## src/include/boot_mem_settings.svh

```systemverilog
`ifndef BOOT_MEM_SETTINGS_SVH
`define BOOT_MEM_SETTINGS_SVH

// bytes of storage behind the window
`define BOOT_MEM_BYTES 256

// width of a local byte offset, enough to address every byte
`define BOOT_MEM_AW 8

// MIPS reset vector, where the window sits until software moves it
`define BOOT_MEM_RESET_BASE 32'hBFC00000

`endif

```

## src/rtl/boot_mem_pkg.sv

```systemverilog
`include "boot_mem_settings.svh"

package boot_mem_pkg;

    typedef logic [31:0] bus_addr_t;
    typedef logic [31:0] word_t;
    typedef logic [3:0] byte_en_t;
    typedef logic [`BOOT_MEM_AW-1:0] mem_offset_t;

    // one access into the byte array, from either the bus or the loader
    typedef struct packed {
        logic wr_en;
        logic rd_en;
        mem_offset_t offset;
        word_t data; // lane k sits in bits 8k+7:8k
        byte_en_t be;
    } ram_req_t;

    typedef enum logic [1:0] {
        load_idle,
        load_write,
        load_done
    } loader_state_t;

endpackage

```

## src/rtl/inst_loader.sv

```systemverilog
`timescale 1ns/1ps

`include "boot_mem_settings.svh"

module inst_loader import boot_mem_pkg::*; (
    input logic clk,
    input logic reset,
    input logic load_start,
    input mem_offset_t load_base,
    input logic inst_valid,
    input word_t inst_word,
    output logic inst_ready,
    output ram_req_t loader_req,
    output logic loader_req_valid,
    output logic [7:0] load_count
);

    loader_state_t state;
    loader_state_t state_next;
    mem_offset_t ptr;
    logic [`BOOT_MEM_AW:0] ptr_sum;
    word_t word_q;

    assign ptr_sum = {1'b0, ptr} + 4; // the top bit flags a wrap past the last word

    always_comb begin
        state_next = state;
        case (state)
            load_idle: if (inst_valid && inst_ready) state_next = load_write;
            load_write: state_next = ptr_sum[`BOOT_MEM_AW] ? load_done : load_idle;
            default: state_next = load_done;
        endcase
        if (load_start && state_next == load_done) begin
            state_next = load_idle; // a restart reopens the input
        end
    end

    always_ff @(posedge clk) begin
        if (reset) begin
            state <= load_idle;
            inst_ready <= 1'b0;
            ptr <= '0;
            load_count <= '0;
        end else begin
            state <= state_next;
            inst_ready <= (state_next == load_idle); // low while a word is being written
            if (load_start) begin
                ptr <= load_base;
                load_count <= '0;
            end else if (state == load_write) begin
                ptr <= ptr_sum[`BOOT_MEM_AW-1:0];
                load_count <= load_count + 8'd1;
            end
        end
    end

    // big-endian store: bits 31:24 land at the pointer itself
    always_ff @(posedge clk) begin
        if (inst_valid && inst_ready) begin
            word_q <= {inst_word[7:0], inst_word[15:8], inst_word[23:16], inst_word[31:24]};
        end
    end

    assign loader_req_valid = (state == load_write);
    assign loader_req = '{
        wr_en: (state == load_write),
        rd_en: 1'b0,
        offset: ptr,
        data: word_q,
        be: 4'hF
    };

endmodule

```

## config.mk

```make
export PLATFORM = sky130hd
export DESIGN_NAME = inst_loader
export DESIGN_NICKNAME = d
export VERILOG_FILES = /design/src/rtl/boot_mem_pkg.sv /design/src/rtl/inst_loader.sv
export VERILOG_INCLUDE_DIRS = /design/src /design/src/include
export SDC_FILE = /design/constraint.sdc
export NUM_CORES = 1
export LEC_CHECK = 0
export BUFFER_PORTS_ARGS = -buffer_cell sky130_fd_sc_hd__buf_2
export CAP_MARGIN = 20
export CORE_MARGIN = 3
export CORE_UTILIZATION = 38
export DETAILED_ROUTE_END_ITERATION = 16
export HOLD_SLACK_MARGIN = 0.06
export PLACE_DENSITY = 0.71
export SYNTH_ARGS = -nofsm -noshare
export SYNTH_HDL_FRONTEND = slang
export SYNTH_SLANG_ARGS = --single-unit
```

## constraint.sdc

```tcl
create_clock -name clk -period 1.7 [get_ports clk]
set_clock_uncertainty 0.15 [all_clocks]
set_input_delay 0.34 -clock clk [delete_from_list [all_inputs] [get_ports clk]]
set_output_delay 0.34 -clock clk [all_outputs]
set_load 0.05 [all_outputs]
```

# ---- Word level (Yosys, flattened, before mapping)
# Index checks and enable logic that the tools add are counted.
dict set report op_classes {
  addsub 2
  n_eq_ne 2
  mux 6
  n_reduce_logical 6
}
# operator n
set ops {}
lappend ops {{2-to-1 mux 8 bit} 2}
lappend ops {{adder 8 x 3 -> 9 bit (second input constant)} 1}
lappend ops {{adder 8 x 1 -> 8 bit (second input constant)} 1}
lappend ops {{2-to-1 mux 2 bit} 3}
lappend ops {{logical NOT 2 bit} 2}
lappend ops {{case mux 2 bit (2 select lines)} 1}
lappend ops {{== test 2 x 1 -> 1 bit (second input constant)} 1}
lappend ops {{== test 2 bit (second input constant)} 1}
lappend ops {{logical AND 1 bit} 2}
lappend ops {{nonzero test 2 bit} 1}
lappend ops {{OR reduction 2 bit} 1}
dict set report totals {
  reg_bits 51
  inputBits 44
  out_inout_bits 56
  word_cells 21
}

# ---- Logic depth before layout (Yosys ltp)
dict set report logic_depth {
  word_depth 7
  depth_mapped 5
  mapped_depth_nobuf 4
}

# ---- Least setup slack after synthesis
# OpenSTA, ideal clock, no wires.
dict set report synth_path {
  path_type {flip-flop to flip-flop}
  from {reg inst_ready}
  to {reg word_q[0], enable pin}
  setup_ns 0.394
  arrival_ns 1.528
  required_time_ns 1.156
  slack_ns -0.372
  path_stages_with_launch 2
  n_path_buf 0
  period_less_slack_ns 2.072
  cell_sequence {dfxtp_1 -> and2_1}
}
dict set report synth_between {
  elab_chain_len 1
}
# element line
set synth_lines {}
lappend synth_lines {{from (decl)} inst_loader.sv:12} ;# output logic inst_ready,
lappend synth_lines {{from (signal assigned)} inst_loader.sv:46} ;# inst_ready <= (state_next == load_idle);
lappend synth_lines {{logical AND 1 bit} inst_loader.sv:59} ;# if (inst_valid && inst_ready) begin
lappend synth_lines {{to (signal assigned)} inst_loader.sv:60} ;# word_q <= {inst_word[7:0], inst_word[15:8], inst_word[23:16], inst_word[31:24]};
lappend synth_lines {{to (decl)} inst_loader.sv:22} ;# word_t word_q;
# Every way passes these cells.
# A chain may end at the register's enable or synchronous reset.

# ---- Worst setup path in the final report
dict set report layout_path {
  from {reg state[1]}
  to {out loader_req_valid}
}
dict set report layout_between {
  elab_chain_len 1
}
# element line
set layout_lines {}
lappend layout_lines {{from (decl)} inst_loader.sv:18} ;# loader_state_t state;
lappend layout_lines {{from (signal assigned)} inst_loader.sv:40} ;# state <= load_idle;
lappend layout_lines {{from (signal assigned)} inst_loader.sv:45} ;# state <= state_next;
lappend layout_lines {{== test 2 x 1 -> 1 bit} inst_loader.sv:64} ;# assign loader_req_valid = (state == load_write);
lappend layout_lines {{to (decl)} inst_loader.sv:14} ;# output logic loader_req_valid,
# Every way passes these cells.

==> results.toml <==
[routing]
vias = 1528
dr.first_iter.drc_count = 37
route.detailed.drc = 0
wl_per_cell_um = 14.21
vias_per_cell = 4.702
dr.pass1.iters = 4
drt_wl_total_um = 4618
antenna_left = 0

[power_and_ir_drop]
p_sw_uw = 687.3
sw_frac_of_total = 0.2778
p_leak_uw = 0.001155
p_int_uw = 1787
p_per_area_nw_per_um2 = 901.6
p_seq_frac = 0.564
p_comb_frac = 0.169
ir_worst_vdd_mv = 0.4050
clock_power_share = 0.268

[sta]
setup_tns_ns = 0
fin_crit_ns = 1.580
hold_viol = 0
worst_slack_ns = 0.1198
max_freq_ghz = 0.6328
setup_viol = 0
drv_slew = 0
rsz0062_at_grt = "false"
period_share = 0.9296

[worst_setup_path]
end_kind = "output pin"
critPathKind = "reg -> out"
arrival_ns = 1.09
worstSetupStartpointType = "flop"
cp_max_fo = 3
crit_required_ns = 1.21

[placement]
io_buffers = 94
gp_congestion = 0.7386
post-place-ws_ns = 0.1585
dp_hpwl_um = 3067
dp.cells = 293

[grt]
grt_usage = 0.1409
antenna_found_initial = 0
grt_pass1_wl_um = 6527
grt_pass1_vias = 1356
grt_overflow_total = 0
grt_max_degree = 35

[finish]
drive_gt1_frac = 0.4385
final-instance-count-excl-fill = 325
final_util = 0.6012
n_antenna_cell = 0
area_growth_pct = 46.59
fin_nets = 305

[die]
start_util = 0.4101
die_h_um = 76.19
io_pins = 100
num_rows = 24
dieWidth_um = 76.19
core_um2 = 4564
die-area_um2 = 5804

[logic_synthesis]
ys_seq_area_frac = 0.7166
ys_types = 35
synthCells = 139
synth-main-ff-cell = "edfxtp_1"
synth_area_um2 = 1872
avgSynthCellArea_um2 = 13.47
async_flop_share = 0
ys_seq_elements = 51
synth_edf_count = 32
yosys_warnings = 0

[clock_network]
clkTransAtPathRegs_ns = 0.09
clockRootBuffer = "clkbuf_8"
clkLatencyLatePin_ns = 0.29
cts_buffers = 5
cts_tree = "built"
clkSinkCount = 51
clockBufferDepth = 2
cts_max_level = 2

[job]
max_cap_viol_count = 0

[worst_hold_path]
min_path_type = "in -> reg"

[run_status]
status = "completed"
routing by layer:
layer	routed length, um	vias to the layer above	GRT usage
met5	0	-	0
met4	74	0	0.03804
met3	449	9	0.04610
met2	2112	85	0.2225
met1	1982	693	0.1872
li1	-	741	-
critical path, cell delays in order, from the launching register on:
cell        delay, ns
dfxtp_1          0.34
nand2b_4         0.15
clkinvlp_4       0.09
clkbuf_4         0.21
final cells by class:
| class | instances | area (um^2) |
|---|---|---|
| Multi-Input combinational cell | 75 | 467.9 |
| Tap cell | 65 | 81.33 |
| Clock inverter | 3 | 20.02 |
| Timing Repair Buffer | 121 | 735.7 |
| Clock buffer | 5 | 68.82 |
| Fill cell | 395 | 1821 |
| Sequential cell | 51 | 1348 |
| Inverter | 5 | 22.52 |
flip-flops by register name, summed over array words and instances (netlist names):
signal      flops
inst_ready      1
word_q         32
load_count      8
ptr             8
state           2
placed cells by master (no fill, tap or decap), types with 2 or more instances in the layout:
master         count
buf_4              5
dfxtp_2            5
buf_2             92
o21ai_0            5
xnor2_1            3
inv_1              4
nand4b_1           2
ha_1               2
mux2i_1            2
dlygate4sd3_1     23
nand3b_1           2
or3_1              4
conb_1             5
nand3_1            2
dfxtp_1           14
or4_1              2
clkinvlp_4         2
a211oi_1           3
edfxtp_1          32
a311oi_1           2
nand2_1            7
nor2_1            12
o31ai_1            2
a21oi_1            7
clkbuf_8           5
kinds of logic after synthesis:
| kind of cell | count (synthesis) | synth area share |
|---|---|---|
| flip-flops | 51 | 0.7166 |
| AND/OR/NAND/NOR | 39 | 0.1123 |
| AO/OA/AOI/OAI | 23 | 0.07954 |
| buffers and inverters | 16 | 0.04478 |
| XOR/XNOR | 4 | 0.01872 |
| adder cells (fa/ha/maj) | 2 | 0.01337 |
| other | 2 | 0.004012 |
| multiplexers | 2 | 0.01070 |
worst paths after layout:
path                            slack [ns]     startpoint                to  cells past startpoint
worst max-delay path                  0.12       state[1]  loader_req_valid                      3
worst min-delay path                  0.08  inst_word[12]        word_q[20]                      1
worst max register to register        0.19       state[1]     load_count[5]                      4
worst min register to register        0.33  load_count[1]     load_count[1]                      2
metrics by stage:
step	hold WS, ns	area (um^2)	power, uW
2_1_floorplan	0.2889	1899	1691
3_3_place_gp	0.3097	2405	1785
3_5_place_dp	0.3197	2405	1792
4_1_cts	0.06053	2576	2467
5_1_grt	0.05780	2744	2580
6_report	0.07612	2744	2474
cell usage after synthesis (3+ instances only):
master	instances	area share
nand2_1	7	0.014
o21ai_0	5	0.013
a21oi_1	7	0.019
a211oi_1	3	0.012
clkbuf_1	4	0.0080
dfxtp_1	19	0.20
nor2_1	12	0.024
xnor2_1	3	0.014
or3_1	4	0.013
inv_1	5	0.010
buf_4	6	0.024
edfxtp_1	32	0.51
power groups by stage:
stage | Clock [uW] | Sequential, uW | Combinational (uW)
5_1_grt | 740 | 1400 | 439
3_5_place_dp | 0 | 1420 | 372
4_1_cts | 687 | 1390 | 387
2_1_floorplan | 0 | 1590 | 103
6_report | 662 | 1390 | 417
3_3_place_gp | 0 | 1420 | 367
repair_timing:
item,4_1_cts,5_1_grt
hold buffers,8,15
setup endpoints to repair,2,2
buffers inserted,0,1
hold endpoints to repair,8,15
gates resized for setup,1,4
No activity file was read; power rests on OpenSTA's default activity.
