[src/include/boot_mem_settings.svh]
`ifndef BOOT_MEM_SETTINGS_SVH
`define BOOT_MEM_SETTINGS_SVH

// bytes of storage behind the window
`define BOOT_MEM_BYTES 256

// width of a local byte offset, enough to address every byte
`define BOOT_MEM_AW 8

// MIPS reset vector, where the window sits until software moves it
`define BOOT_MEM_RESET_BASE 32'hBFC00000

`endif

[src/rtl/boot_mem_pkg.sv]
`include "boot_mem_settings.svh"

package boot_mem_pkg;

    typedef logic [31:0] bus_addr_t;
    typedef logic [31:0] word_t;
    typedef logic [3:0] byte_en_t;
    typedef logic [`BOOT_MEM_AW-1:0] mem_offset_t;

    // one access into the byte array, from either the bus or the loader
    typedef struct packed {
        logic wr_en;
        logic rd_en;
        mem_offset_t offset;
        word_t data; // lane k sits in bits 8k+7:8k
        byte_en_t be;
    } ram_req_t;

    typedef enum logic [1:0] {
        load_idle,
        load_write,
        load_done
    } loader_state_t;

endpackage

[src/rtl/bus_slave_port.sv]
`timescale 1ns/1ps

`include "boot_mem_settings.svh"

module bus_slave_port import boot_mem_pkg::*; (
    input logic clk,
    input logic reset,
    input bus_addr_t address,
    input logic read,
    input logic write,
    input word_t writedata,
    input byte_en_t byteenable,
    output logic waitrequest,
    output word_t readdata,
    output logic readdatavalid,
    input bus_addr_t window_base,
    output logic fault_set,
    input ram_req_t loader_req,
    input logic loader_req_valid,
    output ram_req_t ram_req,
    input word_t rd_word
);

    // the last word must fit completely, so the final three offsets are outside
    localparam bus_addr_t window_limit = `BOOT_MEM_BYTES - 3;

    bus_addr_t offset_full;
    logic in_window;
    logic accept_rd;
    logic accept_wr;
    logic rd_pending;
    logic rd_hit;

    assign offset_full = address - window_base; // an address below the base wraps high
    assign in_window = (offset_full < window_limit);

    // the loader owns the RAM port in its write cycle, the bus waits one cycle
    assign waitrequest = loader_req_valid;
    assign accept_rd = read && !waitrequest;
    assign accept_wr = write && !waitrequest;
    assign fault_set = (accept_rd || accept_wr) && !in_window;

    always_comb begin
        if (loader_req_valid) begin
            ram_req = loader_req;
        end else begin
            ram_req.wr_en = accept_wr && in_window;
            ram_req.rd_en = accept_rd && in_window;
            ram_req.offset = mem_offset_t'(offset_full);
            ram_req.data = writedata;
            ram_req.be = byteenable;
        end
    end

    always_ff @(posedge clk) begin
        if (reset) begin
            rd_pending <= 1'b0;
            rd_hit <= 1'b0;
        end else begin
            rd_pending <= accept_rd;
            rd_hit <= accept_rd && in_window;
        end
    end

    assign readdatavalid = rd_pending;
    assign readdata = rd_hit ? rd_word : '0; // a read outside the window returns zero

endmodule

[config.mk]
export PLATFORM = sky130hd
export DESIGN_NAME = bus_slave_port
export DESIGN_NICKNAME = d
export VERILOG_FILES = /design/src/rtl/boot_mem_pkg.sv /design/src/rtl/bus_slave_port.sv
export VERILOG_INCLUDE_DIRS = /design/src /design/src/include
export SDC_FILE = /design/constraint.sdc
export NUM_CORES = 1
export LEC_CHECK = 0
export BUFFER_PORTS_ARGS = -buffer_cell sky130_fd_sc_hd__buf_2
export CORE_AREA = 4 4 101 103
export DETAILED_ROUTE_END_ITERATION = 10
export DIE_AREA = 0 0 105 107
export HOLD_SLACK_MARGIN = 0.12
export PLACE_DENSITY_LB_ADDON = 0.3
export RECOVER_POWER = 100
export SYNTH_ARGS = -nofsm -noshare
export SYNTH_HDL_FRONTEND = slang
export SYNTH_SLANG_ARGS = --single-unit
export TNS_END_PERCENT = 30
[constraint.sdc]
create_clock -name clk -period 9.4 [get_ports clk]
set_clock_uncertainty 0.2 [all_clocks]
set_input_delay 0.47 -clock clk [delete_from_list [all_inputs] [get_ports clk]]
set_output_delay 0.47 -clock clk [all_outputs]
set_load 0.005 [all_outputs]
---- After elaboration in Yosys (flattened, before gate mapping) ----
Cells that the tools add are included.
storage, ports and cells
  register bits ........................... 2
  latch bits .............................. 0
  memory bits (writable) .................. 0
  ROM bits ................................ 0
  input bits .............................. 183
  output and inout bits ................... 81
  memories ................................ 0
cells by class
  add/subtract/negate cells ............... 1
  multiply operators ...................... 0
  div/mod/pow operators ................... 0
  order comparisons ....................... 1
  equal/unequal tests ..................... 0
  shifts and indexed selects .............. 0
  mux-type cells .......................... 2
  bitwise gates (word level) .............. 0
  reduce and logical (&&, ||, !) cells .... 8
operators with widths
  cell                                                                   count
  46-bit 2-to-1 mux                                                      1
  32-bit by 8-bit < comparator with 1-bit output, second input constant  1
  32-bit 2-to-1 mux                                                      1
  32-bit subtractor                                                      1
  1-bit logical AND                                                      5
  1-bit logical NOT                                                      2
  1-bit logical OR                                                       1

---- Depth between registers and ports, before layout ----
  word-level depth ........................ 4
  mapped depth ............................ 12
  mapped depth without buffers ............ 12

---- Worst setup path before layout ----
Ideal clock, no wire load.
  path kind ............................... input to output
  start ................................... in address[0]
  end ..................................... out fault_set
  arrival time ............................ 2.985 ns
  required time ........................... 8.730 ns
  slack ................................... 5.745 ns
  stages .................................. 12
  path buffers ............................ 0
  cells stage by stage .................... inv_1 ha_1 fa_1 nand2b_1 a211oi_2 nor2_2 o21bai_2 o211ai_1 a2111o_1 nor4b_4 nand2_1 o31a_1
between the ends
  cells in the longest elaborated chain, start to end .. 4
ends and longest elaborated chain
  what                                            RTL line              text
  start, declared                                 bus_slave_port.sv:8   input bus_addr_t address,
  32-bit subtractor                               bus_slave_port.sv:34  assign offset_full = address - window_base;
  32-bit by 8-bit < comparator with 1-bit output  bus_slave_port.sv:35  assign in_window = (offset_full < window_limit);
  1-bit logical NOT                               bus_slave_port.sv:41  assign fault_set = (accept_rd || accept_wr) && !in_window;
  1-bit logical AND                               bus_slave_port.sv:41
  end, declared                                   bus_slave_port.sv:17  output logic fault_set,
Every way passes these cells.

==> results.md <==
* Mean post-synth cell area at ~7.1 um^2
* XOR/XNOR Fraction of Synth Area at between 5 and 6%
* Final Util at ~48%
* Core area at 0.00920 mm^2
* Yosys warns at 0
* Vias in the first global route at about 4,100
* Syn Inst Count at ~440
* Fill cells at around 990
* Synth area leaders: mux2_2 14%, ha_1 12%, and2_1 6.6%, a21oi_1 5.8%, nand2_1 5.4%
* Final nets at roughly 900
* Finish-stage setup viols at 0
* ANT nets after route at 0
* Critical Path RT at between 8 and 9 ns
* Worst rel slew slack at -68.7%
* Setup CP Type: in2out
* Drt pass-1 iters at 5
* Violated checks: max-capacitance violations, max-slew violations
* Max H-tree Level at 1
* Synthesized area at slightly above 0.003 mm^2
* Clock Tree Buf Depth at 2
* Initial Utilization at between 30% and 40%
* Worst Path Buf+Inv at 3
* Rows at 35
* Fraction of registers with async set/reset at 0%
* Mux cell area share after synthesis at 15.7%
* Gpl congestion at 0.920
* Worst path top cell family by delay: compound AO/OA/AOI/OAI gates
* Clk root buf: clkbuf_8
* Final period util at 51.1%
* Minimum clock period at ~4.8 ns
* Leading area contributor after synthesis: mux2_2
* Sequential area share after synthesis at approximately 1.3%
* Clk pin slew, worst setup/hold paths at 0.03 ns
* Setup bufs post-CTS at 0
* Status: complete, but fails checks
* Setup TNS at 0 ns
* Global-route wire length before repair at between 20 and 25 mm
* Number of flops mapped to enable cells by yosys at 0
* Critical-path cell list: buf_2, inv_1, ha_1, fa_1, nand2b_1, a211oi_1, o21ai_0, a31oi_4, xor2_1, a311o_1, nor4b_1, nand4b_1, o31ai_1, clkbuf_1
* Post-DR vias/cell at a little over 5
* Synth Area in Compound Gates at between 20 and 30%
* Crit-path slowest cell: a211oi_1
* Post-DP HPWL at approximately 13 mm
* Total Routed Length at between 10 and 15 mm
* Critical hold path startpoint: reset
* Io pins at approximately 260
* Initial antenna violation count at 4
* IO buf count at between 200 and 300
* Die X-Extent at between 100 and 150 um
* Largest family of logic cells by synthesized area: compound AO/OA/AOI/OAI gates
* Leakage at roughly 2.3 nW
* Grt met2 use at between 30% and 40%
* DR iter-0 viols at about 250
* Pin count of the biggest net entering global routing at 57
* Unrepaired setup endpoints after global routing: no
* Worst hold slack at approximately 0.28 ns
* Hold buffers post-CTS at 0
* Die Ht at roughly 110 um
* CP max FO at 4
* Final count of pins violating max slew at 57
* CTS buffer count at 3
* Grt ovf at 0
* Post-route DRC at 0
* Die area at between 0.01 and 0.015 mm^2
* Number of synthesized register bits at 2
* Slew @ Worst Pin at between 2 and 3 ns
* M3 GR Usage at just under 7%
* Post_cts resized at 0
* Yosys cell types at between 60 and 70
* CTS Sinks at 2
* Final Power at about 280 uW
* Fmax at 208 MHz
* Peak supply drop at about 33 uV
* Simple-gate share of the synthesized area at 26.3%
* Met1 global-route usage at around 31%
* CP Launch Type: primary input
* Drt wl/cell at between 15 and 20 um
* Pwr/cell area at between 60 and 70 mW/mm^2
* Crit path DAT at a little over 4 ns
* Most used DFF post-synth: dfxtp_1
* Adder-cell area share of the yosys netlist at a little over an eighth
* Crit. End Element: output port
* Crit-path max cell delay at around 0.55 ns
* Area share of the largest cell type after synthesis at 13.8%
* Max-cap violations at 1
* Total number of vias at ~4,100
* Hold Fails Final Rpt at 0
* Share of cells above drive strength 1 at between 40% and 50%
* Hold path endpoint: readdatavalid$_SDFF_PP0_
* Hold Crit Depth at 2
* Syn nets at between 600 and 700
* GRT Total Usage at a little under a quarter
* Area Overhead vs Synth at 40.6%
* CTS tree: built
* GRT busiest layer: met2
* Hold Crit Class: in2reg
-- per-layer routing --
metal  share of wire, %  vias to the layer above
met1                 43                     1825
met4               0.66                        6
li1                   -                     2050
met5               0.31                        -
met3                 10                       16
met2                 46                      223
-- power breakdown --
group / leakage [nW] / switching (mW) / internal, mW
combinational: 2.22 / 0.127 / 0.107
sequential: 0.0163 / 0.000106 / 0.00874
clock: 0.0216 / 0.00670 / 0.0271
-- cell usage after synthesis, types with 2 or more instances --
| library cell | instances |
|---|---|
| nor3_1 | 3 |
| o211ai_1 | 6 |
| nand3b_1 | 2 |
| o31ai_1 | 2 |
| nand2_2 | 3 |
| o21ai_1 | 4 |
| mux2_2 | 38 |
| xnor2_1 | 6 |
| buf_4 | 4 |
| inv_1 | 39 |
| nor4_1 | 3 |
| dfxtp_1 | 2 |
| and2_1 | 33 |
| and3_1 | 3 |
| nor2_2 | 2 |
| a21o_1 | 8 |
| o21a_1 | 7 |
| a211oi_1 | 2 |
| o21ai_0 | 23 |
| nor3b_1 | 3 |
| a31oi_1 | 2 |
| o22ai_1 | 2 |
| nand2b_1 | 2 |
| a21oi_2 | 2 |
| buf_6 | 5 |
| nand2_1 | 45 |
| a211o_1 | 2 |
| mux2i_1 | 6 |
| nand3_1 | 2 |
| nand4_1 | 12 |
| clkbuf_1 | 8 |
| ha_1 | 31 |
| nor2_1 | 31 |
| a21oi_1 | 36 |
| nand4b_1 | 2 |
| o21bai_1 | 4 |
| xor2_1 | 15 |
| buf_2 | 8 |
-- worst max-delay path by stage --
| stage | from | to | slack (ns) | depth (start not counted) |
|---|---|---|---|---|
| after global routing | address[0] | ram_req[45] | 4.34 | 14 |
| after CTS | address[0] | ram_req[44] | 5.11 | 14 |
| final | address[0] | ram_req[45] | 4.60 | 14 |
| after floorplan | address[0] | fault_set | 5.75 | 12 |
| after global placement | address[0] | ram_req[45] | 5.15 | 14 |
| after detailed placement | address[0] | ram_req[44] | 5.12 | 14 |
-- layout make-up --
class                   count  area [um^2]  area share, %
multi-input cells         372         2730           62.5
diodes                      3         7.51          0.172
repair buffers            264         1260           28.9
flip-flops and latches      2         40.0          0.916
inverters                  39          146           3.35
clock buffers               3         41.3          0.945
well taps                 111          139           3.18
-- cell usage in the layout, fill, tap and decap left out, types with 8 or more instances in the layout --
cell        n
buf_2     219
nand2_1    45
clkbuf_1   45
inv_1      39
mux2_2     38
a21oi_1    36
nor2_1     31
ha_1       31
o21ai_0    23
and2_0     19
xor2_1     15
and2_1     14
nand4_1    12
a21o_1      8
-- state kept, by name, indices dropped and copies added (netlist names) --
register       flops
rd_hit             1
readdatavalid      1
-- through the flow --
stage | cells | area, um^2 | worst slack [ns]
floorplan | 439 | 3110 | 5.75
finish | 794 | 4370 | 4.60
global route | 791 | 4360 | 4.34
CTS | 791 | 4440 | 5.11
global placement | 788 | 4400 | 5.15
detailed placement | 788 | 4400 | 5.12
-- cells by family (layout without fill, tap and decap cells) --
logic type | Yosys count | count (layout)
AOI/OAI and AO/OA | 122 | 122
xor gates and xnor gates | 21 | 21
adders and majority gates | 32 | 32
buffers and inverters | 65 | 306
DFF | 2 | 2
muxes | 44 | 44
other | 0 | 3
and+or+nand+nor | 153 | 153
(Power assumes the default switching activity.)
