==> src/include/boot_mem_settings.svh <==
`ifndef BOOT_MEM_SETTINGS_SVH
`define BOOT_MEM_SETTINGS_SVH

// bytes of storage behind the window
`define BOOT_MEM_BYTES 256

// width of a local byte offset, enough to address every byte
`define BOOT_MEM_AW 8

// MIPS reset vector, where the window sits until software moves it
`define BOOT_MEM_RESET_BASE 32'hBFC00000

`endif

==> src/rtl/boot_mem_pkg.sv <==
`include "boot_mem_settings.svh"

package boot_mem_pkg;

    typedef logic [31:0] bus_addr_t;
    typedef logic [31:0] word_t;
    typedef logic [3:0] byte_en_t;
    typedef logic [`BOOT_MEM_AW-1:0] mem_offset_t;

    // one access into the byte array, from either the bus or the loader
    typedef struct packed {
        logic wr_en;
        logic rd_en;
        mem_offset_t offset;
        word_t data; // lane k sits in bits 8k+7:8k
        byte_en_t be;
    } ram_req_t;

    typedef enum logic [1:0] {
        load_idle,
        load_write,
        load_done
    } loader_state_t;

endpackage

==> src/rtl/mem_window_regs.sv <==
`timescale 1ns/1ps

`include "boot_mem_settings.svh"

module mem_window_regs import boot_mem_pkg::*; (
    input logic clk,
    input logic reset,
    input logic cfg_write,
    input logic cfg_sel,
    input word_t cfg_wdata,
    output word_t cfg_rdata,
    input logic fault_set,
    input logic fault_clear,
    output logic window_fault,
    output bus_addr_t window_base,
    output mem_offset_t load_base
);

    // select 0 is the window base, select 1 the load start
    always_ff @(posedge clk) begin
        if (reset) begin
            window_base <= `BOOT_MEM_RESET_BASE;
            load_base <= '0;
        end else if (cfg_write) begin
            if (cfg_sel) begin
                load_base <= mem_offset_t'(cfg_wdata); // upper bits are dropped
            end else begin
                window_base <= cfg_wdata;
            end
        end
    end

    // sticky until software clears it, a clear wins over a new fault
    always_ff @(posedge clk) begin
        if (reset) begin
            window_fault <= 1'b0;
        end else if (fault_clear) begin
            window_fault <= 1'b0;
        end else if (fault_set) begin
            window_fault <= 1'b1;
        end
    end

    always_comb begin
        if (cfg_sel) begin
            cfg_rdata = word_t'(load_base);
        end else begin
            cfg_rdata = window_base;
        end
    end

endmodule

==> config.mk <==
export PLATFORM = sky130hd
export DESIGN_NAME = mem_window_regs
export DESIGN_NICKNAME = d
export VERILOG_FILES = /design/src/rtl/boot_mem_pkg.sv /design/src/rtl/mem_window_regs.sv
export VERILOG_INCLUDE_DIRS = /design/src /design/src/include
export SDC_FILE = /design/constraint.sdc
export NUM_CORES = 1
export LEC_CHECK = 0
export ABC_AREA = 1
export BUFFER_PORTS_ARGS = -buffer_cell sky130_fd_sc_hd__buf_2
export CAP_MARGIN = 0
export CORE_MARGIN = 5
export CORE_UTILIZATION = 35
export CTS_BUF_LIST = sky130_fd_sc_hd__clkbuf_16
export CTS_CLUSTER_DIAMETER = 60
export DETAILED_ROUTE_END_ITERATION = 12
export PLACE_DENSITY = 0.69
export SLEW_MARGIN = 20
export SYNTH_ARGS = -nofsm -noshare
export SYNTH_HDL_FRONTEND = slang
export SYNTH_SLANG_ARGS = --single-unit
==> constraint.sdc <==
create_clock -name clk -period 1.15 [get_ports clk]
set_input_delay 0.115 -clock clk [delete_from_list [all_inputs] [get_ports clk]]
set_output_delay 0.115 -clock clk [all_outputs]
set_load 0.02 [all_outputs]
# ---- Word level (Yosys, flattened, before mapping)
# Index checks and enable logic that the tools add are counted.
dict set report totals {
  register_bits 41
  input_bits 38
  out_inout_bits 73
  word_cells 8
}
dict set report classes {
  muxes 1
  reduce_logical 3
  bitwise_logic 1
}
# operator count
set ops {}
lappend ops {{$mux W32} 1}
lappend ops {{$reduce_and A2 Y1} 2}
lappend ops {{$reduce_or A2 Y1} 1}
lappend ops {{$not A1 Y1} 1}

# ---- Logic depth before layout (Yosys ltp)
# Gate-level depths: netlist of run 1.
dict set report depth {
  word_depth 2
  ltp_mapped 6
  ltp_nobuf 4
}

# ---- Least setup slack after synthesis of run 1
# Ideal clock, no wire load.
dict set report synth_timing {
  path_type {reg-to-output}
  from {register window_base[10]}
  to {output port cfg_rdata[10]}
  stages_incl_launch_ff 3
  required_ns 1.035
  n_path_buf 0
  t_arrival_ns 0.782
  setup_slack_ns 0.253
  path_cell_list {dfxtp_1 inv_1 nor2_1}
}
dict set report synth_between {
  elab_chain_cells 1
}
# item line
set synth_lines {}
lappend synth_lines {{start, declared} mem_window_regs.sv:15} ;# output bus_addr_t window_base,
lappend synth_lines {{start signal, assigned} mem_window_regs.sv:22} ;# window_base <= `BOOT_MEM_RESET_BASE;
lappend synth_lines {{start signal, assigned} mem_window_regs.sv:28} ;# window_base <= cfg_wdata;
lappend synth_lines {{$mux W32} mem_window_regs.sv:45} ;# if (cfg_sel) begin
lappend synth_lines {{end, declared} mem_window_regs.sv:11} ;# output word_t cfg_rdata,
# Every way passes these cells.

# ---- Worst setup path in the final report of run 1
dict set report layout_timing {
  from {register load_base[4]}
  to {output port cfg_rdata[4]}
}
dict set report layout_between {
  elab_chain_cells 1
}
# item line
set layout_lines {}
lappend layout_lines {{start, declared} mem_window_regs.sv:16} ;# output mem_offset_t load_base
lappend layout_lines {{start signal, assigned} mem_window_regs.sv:26} ;# load_base <= mem_offset_t'(cfg_wdata);
lappend layout_lines {{$mux W32} mem_window_regs.sv:45}
# Every way passes these cells.

==> results of run 1 <==
cells in the final DEF (no fill, tap or decap):
cell type,instances
sky130_fd_sc_hd__dlygate4sd3_1,1
sky130_fd_sc_hd__nor2_1,71
sky130_fd_sc_hd__nand3_1,49
sky130_fd_sc_hd__nor2_8,1
sky130_fd_sc_hd__inv_2,1
sky130_fd_sc_hd__nand2_1,66
sky130_fd_sc_hd__buf_12,1
sky130_fd_sc_hd__buf_2,110
sky130_fd_sc_hd__inv_1,48
sky130_fd_sc_hd__dfxtp_1,41
sky130_fd_sc_hd__inv_4,1
sky130_fd_sc_hd__nor3_1,1
sky130_fd_sc_hd__bufinv_16,1
sky130_fd_sc_hd__a21oi_1,8
sky130_fd_sc_hd__clkbuf_16,5
sky130_fd_sc_hd__clkinvlp_4,1
sky130_fd_sc_hd__buf_4,6
sky130_fd_sc_hd__clkinv_1,1
area by class of cell:
cell class | instances | area [um^2]
Clock inverter | 3 | 41.3
Multi-Input combinational cell | 196 | 825
Tap cell | 72 | 90.1
Fill cell | 601 | 2790
Sequential cell | 41 | 821
Timing Repair Buffer | 118 | 626
Inverter | 50 | 190
Clock buffer | 5 | 125
flip-flops by register name, summed over array words and instances (netlist names):
name	count
window_fault	1
window_base	32
load_base	8
routing by layer:
layer,vias up,global-route usage,wire (um)
li1,1124,-,-
met1,880,0.179,2340
met2,75,0.232,2340
met3,4,0.0476,481
met4,0,0.0460,40
met5,-,0,0
final timing paths:
| kind | from | end | slack [ns] | depth (start not counted) |
|---|---|---|---|---|
| max reg2reg | load_base[4] | load_base[4] | 0.53 | 2 |
| max | load_base[4] | cfg_rdata[4] | 0.10 | 3 |
| min reg2reg | window_base[23] | window_base[23] | 0.48 | 2 |
| min | cfg_wdata[25] | window_base[25] | 0.08 | 3 |
through the flow:
stage / hold WS (ns) / cell area [um^2] / utilization
2_1_floorplan: 0.194 / 1980 / -
3_3_place_gp: 0.280 / 2540 / 0.461
3_5_place_dp: 0.283 / 2540 / 0.461
4_1_cts: 0.0763 / 2720 / 0.494
5_1_grt: 0.0888 / 2720 / 0.494
6_report: 0.0815 / 2720 / 0.494
report_power, final:
| part | switching (W) | total, W | internal (W) |
|---|---|---|---|
| clock network | 0.000525 | 0.00154 | 0.00101 |
| registers | 0.0000635 | 0.00157 | 0.00151 |
| logic | 0.000487 | 0.000759 | 0.000272 |
| total | 0.00108 | 0.00387 | 0.00280 |
critical path: cells and delay by family, from the launching register on:
kind | cells | cell delay, ns
and+or+nand+nor | 2 | 0.14
buffers and inverters | 1 | 0.16
DFF | 1 | 0.36
logic make-up after synthesis:
group / count (synthesis) / share of synthesized area
AO/OA/AOI/OAI: 8 / 0.0202
AND/OR/NAND/NOR: 188 / 0.395
buffers and inverters: 70 / 0.171
flip-flops: 41 / 0.414
==> impl_metrics.tcl, run 1 <==
set metrics [dict create \
    run_status "complete, no violations" \
    grt-ovfl-total 0 \
    detail_route.wl_per_cell_um 10.7 \
    synth.area.top_cells "sky130_fd_sc_hd__dfxtp_1 (41%), sky130_fd_sc_hd__nor2_1 (13%), sky130_fd_sc_hd__nand2_1 (12%)" \
    clock_sinks 41 \
    numCtsBuffers 5 \
    dieArea_um2 7280 \
    cts-resized-gates 0 \
    timing.critical_path.arrival_ns 0.93 \
    finalHoldViolCount 0 \
    setup_viol_count_final 0 \
    number_of_cells_produced_by_synthesis 307 \
    timing.critical_path.mode_cell "sky130_fd_sc_hd__nand2_1" \
    mean_area_per_synthesized_cell_um2 6.46 \
    placeableCoreArea_um2 5510 \
    total_power_w 0.00387 \
    synth.cells.most_frequent "sky130_fd_sc_hd__nor2_1 (71), sky130_fd_sc_hd__nand2_1 (66), sky130_fd_sc_hd__nand3_1 (49), sky130_fd_sc_hd__inv_1 (48), sky130_fd_sc_hd__dfxtp_1 (41)" \
    vdd_ir_drop_max_mv 0.852 \
    synth.net_count 345 \
    netlist.area_leader.share 0.414 \
    grt_pass1_wl_um 8740 \
    drt_pre_antenna_iters 4 \
    crit_chain "nand2_1, nand2_1, buf_2" \
    post_synth_instance_area_um2 1980 \
    dieHeight_um 85.3 \
    ys_dominant_reg_cell "sky130_fd_sc_hd__dfxtp_1" \
    drt_first_iter_violations 89 \
    ys_async_sr_fraction 0 \
    yosys.cell_count.top_type "sky130_fd_sc_hd__nor2_1" \
    grt_usage 0.143 \
    drt-vias-per-instance 4.29 \
    synth_edf_count 0 \
    design.final.nets 450 \
    min_path_type "input pin to register" \
    max_root_sink_buffers 2 \
    clk-insertion-delay-late_ns 0.27 \
    area_growth_pct 36.9 \
    worst-slew-pin-transition_ns 0.343 \
    slew_viol_final 0 \
    cp-end-kind "output pin" \
    detail-route-antenna-nets 0 \
    maxCapViolations 0 \
    largest_incremental_delay_on_the_critical_path_ns 0.36 \
    timing.final.crit_period_ns 1.05 \
    yosysSeqAreaShare 0.414 \
    worst_slack_ns 0.104 \
    n_antenna_cell 0 \
    maxSlewHeadroom 0.772 \
    placed_cells_incl_taps 476 \
    power.density_cell_area_nw_per_um2 1430 \
    first_global_vias 1965 \
    num_rows 27 \
    netlist-cell-type-count 13 \
    wl_final_um 5200 \
    numPortBuffers 110 \
    antenna_found_initial 0 \
    worst-endpoint-required_ns 1.03 \
    gp_congestion 0.773 \
    final_min_period_over_clock_period 0.910 \
    top_level_ports 111 \
    postCtsHoldBufs 1 \
    largest_net_degree_at_the_start_of_global_routing 37 \
    cts-htree-levels 2 \
    postCtsSetupRepairBufs 0 \
    skew_ns 0 \
    post-route-drc-count 0 \
    synthesis.yosys.warnings 0 \
    crit_fanout 3 \
    hpwlAfterDp_um 3950 \
    place_worst_setup_slack_ns 0.0419 \
    tns_ns 0 \
    crit_type "register to output pin" \
    tritoncts_clock_tree "done" \
    die_w_um 85.3 \
    instances_no_fill 485 \
    cts-root-buf "sky130_fd_sc_hd__clkbuf_16" \
    max_clock_freq_mhz 956 \
    critPathSlowestCell "sky130_fd_sc_hd__dfxtp_1" \
    grt_setup_unrepaired "no" \
    initial_utilization 0.360 \
    layout_cells_sized_above_1 0.308 \
    synth_seq_cells 41 \
    yosysTopAreaCell "sky130_fd_sc_hd__dfxtp_1" \
    vias 2083 \
    clkSlewWorstSetupHoldPaths_ns 0.06 \
    start_kind "register" \
    leakagePower_nw 1.61 \
]
(Power assumes the default switching activity.)
==> run 2, diff against run 1 <==
--- a/config.mk
+++ b/config.mk
@@ -10,11 +10,11 @@
 export BUFFER_PORTS_ARGS = -buffer_cell sky130_fd_sc_hd__buf_2
 export CAP_MARGIN = 0
 export CORE_MARGIN = 5
-export CORE_UTILIZATION = 35
+export CORE_UTILIZATION = 38
 export CTS_BUF_LIST = sky130_fd_sc_hd__clkbuf_16
 export CTS_CLUSTER_DIAMETER = 60
 export DETAILED_ROUTE_END_ITERATION = 12
-export PLACE_DENSITY = 0.69
+export PLACE_DENSITY = 0.73
 export SLEW_MARGIN = 20
 export SYNTH_ARGS = -nofsm -noshare
 export SYNTH_HDL_FRONTEND = slang
==> impl_metrics.tcl, run 2 (same netlist as run 1, synthesis figures left out) <==
set metrics [dict create \
    run_status "complete, no violations" \
    setup.worst_path.start "window_base[25]" \
    timing.final.crit_period_ns 1.05 \
    final_min_period_over_clock_period 0.917 \
    critical_path_capture_point "cfg_rdata[25]" \
    clkSlewWorstSetupHoldPaths_ns 0.06 \
    cts-resized-gates 0 \
    worst_reg2reg_path_depth 2 \
    area_growth_pct 36.5 \
    instances_no_fill 484 \
    drt-vias-per-instance 4.39 \
    timing.critical_path.arrival_ns 0.94 \
    numCtsBuffers 5 \
    reg2reg_setup_slack_ns 0.51 \
    numPortBuffers 110 \
    worst-slew-pin-transition_ns 0.353 \
    maxSlewHeadroom 0.765 \
    n_antenna_cell 0 \
    detail_route.wl_per_cell_um 10.9 \
    finalHoldViolCount 0 \
    switching_share 0.276 \
    mostFrequentLayoutCells "sky130_fd_sc_hd__buf_2 (110), sky130_fd_sc_hd__nor2_1 (71), sky130_fd_sc_hd__nand2_1 (66), sky130_fd_sc_hd__nand3_1 (49), sky130_fd_sc_hd__inv_1 (48)" \
    reg2reg_from "load_base[0]" \
    tritoncts_clock_tree "done" \
    top_level_ports 111 \
    rr_endpoint "load_base[0]" \
    gp_congestion 0.767 \
    pwr-share-seq 0.409 \
    antenna_found_initial 1 \
    cts-htree-levels 2 \
    largest_net_degree_at_the_start_of_global_routing 32 \
    tns_ns 0 \
    setup_viol_count_final 0 \
    leakagePower_nw 1.62 \
    layout_top_registers "window_base: 32 flops, load_base: 8 flops, window_fault: 1 flops" \
    layout_cells_sized_above_1 0.314 \
    final.fill_count 535 \
    vdd_ir_drop_max_mv 0.855 \
    clock_power_share 0.394 \
    initial_utilization 0.391 \
    start_kind "register" \
    hpwlAfterDp_um 4000 \
    share_of_total_power_in_combinational_logic 0.198 \
    postCtsSetupRepairBufs 0 \
    max_clock_freq_mhz 949 \
    maxCapViolations 0 \
    placed_cells_incl_taps 477 \
    max_root_sink_buffers 2 \
    clk-insertion-delay-late_ns 0.27 \
    num_rows 26 \
    wl_final_um 5270 \
    detail-route-antenna-nets 0 \
    cp-end-kind "output pin" \
    skew_ns 0 \
    grt-ovfl-total 0 \
    dieHeight_um 82.3 \
    vias 2127 \
    drt_first_iter_violations 69 \
    largest_register_ff_count 32 \
    grt_usage 0.153 \
    p_switching_w 0.00106 \
    design.final.nets 452 \
    die_w_um 82.3 \
    post-route-drc-count 0 \
    worst-endpoint-required_ns 1.03 \
    postCtsHoldBufs 0 \
    cts-root-buf "sky130_fd_sc_hd__clkbuf_16" \
    internal_power_w 0.00279 \
    final_common_cell "sky130_fd_sc_hd__buf_2" \
    crit_type "register to output pin" \
    multiInputGateArea_um2 825 \
    regMostFlops "window_base" \
    power.density_cell_area_nw_per_um2 1420 \
    clock_sinks 41 \
    placeableCoreArea_um2 5070 \
    grt_pass1_wl_um 8220 \
    first_global_vias 1870 \
    min_path_type "input pin to register" \
    drt_pre_antenna_iters 4 \
    grt_setup_unrepaired "no" \
    sequential_cell_area_um2 821 \
    slew_viol_final 0 \
    timing.hold.worst_path_depth 2 \
    crit_fanout 3 \
    dieArea_um2 6770 \
]
## run 2: changes by cell type in the layout (fill, tap and decap cells not counted)
| cell | previous run | this run |
|---|---|---|
| sky130_fd_sc_hd__buf_12 | 1 | 0 |
| sky130_fd_sc_hd__clkinvlp_4 | 1 | 0 |
| sky130_fd_sc_hd__clkinv_2 | 0 | 1 |
| sky130_fd_sc_hd__buf_4 | 6 | 10 |
| sky130_fd_sc_hd__dlygate4sd3_1 | 1 | 0 |
| sky130_fd_sc_hd__clkinv_1 | 1 | 0 |
## run 2: worst min-delay path by stage
stage	startpoint	slack [ns]	end
6_report	fault_clear	0.005	window_fault
2_1_floorplan	fault_clear	0.19	window_fault
3_5_place_dp	fault_clear	0.29	window_fault
5_1_grt	fault_clear	0.01	window_fault
4_1_cts	fault_clear	0.002	window_fault
3_3_place_gp	fault_clear	0.28	window_fault
## run 2: power by group through the flow
stage,registers (W),logic (W),clock network [W]
final,0.00157,0.000761,0.00152
after global routing,0.00159,0.000846,0.00163
after CTS,0.00158,0.000771,0.00156
after detailed placement,0.00160,0.000769,0
after global placement,0.00160,0.000759,0
after floorplan,0.00171,0.000408,0
## run 2: layout make-up
type,count,share of cell area
clock buffers,5,0.0462
clock inverters,2,0.0129
inverters,50,0.0702
multi-input cells,196,0.304
flip-flops and latches,41,0.303
well taps,70,0.0323
repair buffers,120,0.231
## run 2: stage by stage
step / utilization / cell area (um^2) / total power [W] / hold WS [ns] / worst slack [ns]
finish: 0.534 / 2710 / 0.00385 / 0.00504 / 0.0960
global route: 0.534 / 2710 / 0.00407 / 0.0139 / 0.00316
CTS: 0.534 / 2710 / 0.00390 / 0.00153 / 0.0830
detailed placement: 0.502 / 2550 / 0.00237 / 0.292 / 0.0211
global placement: 0.502 / 2550 / 0.00236 / 0.279 / 0.0570
floorplan: - / 1980 / 0.00212 / 0.194 / 0.253
## run 2: critical path, cell delays in order (launching register included)
cell and delay [ns]:
sky130_fd_sc_hd__dfxtp_1 0.37, sky130_fd_sc_hd__inv_1 0.05, sky130_fd_sc_hd__nor2_1 0.08, sky130_fd_sc_hd__buf_2 0.17
## run 2: layer usage
metal / vias to the layer above / share of wire / GRT usage
li1: 1121 / - / -
met1: 919 / 0.44 / 0.191
met2: 77 / 0.45 / 0.250
met3: 8 / 0.094 / 0.0499
met4: 2 / 0.010 / 0.0482
met5: - / 0.0025 / 0
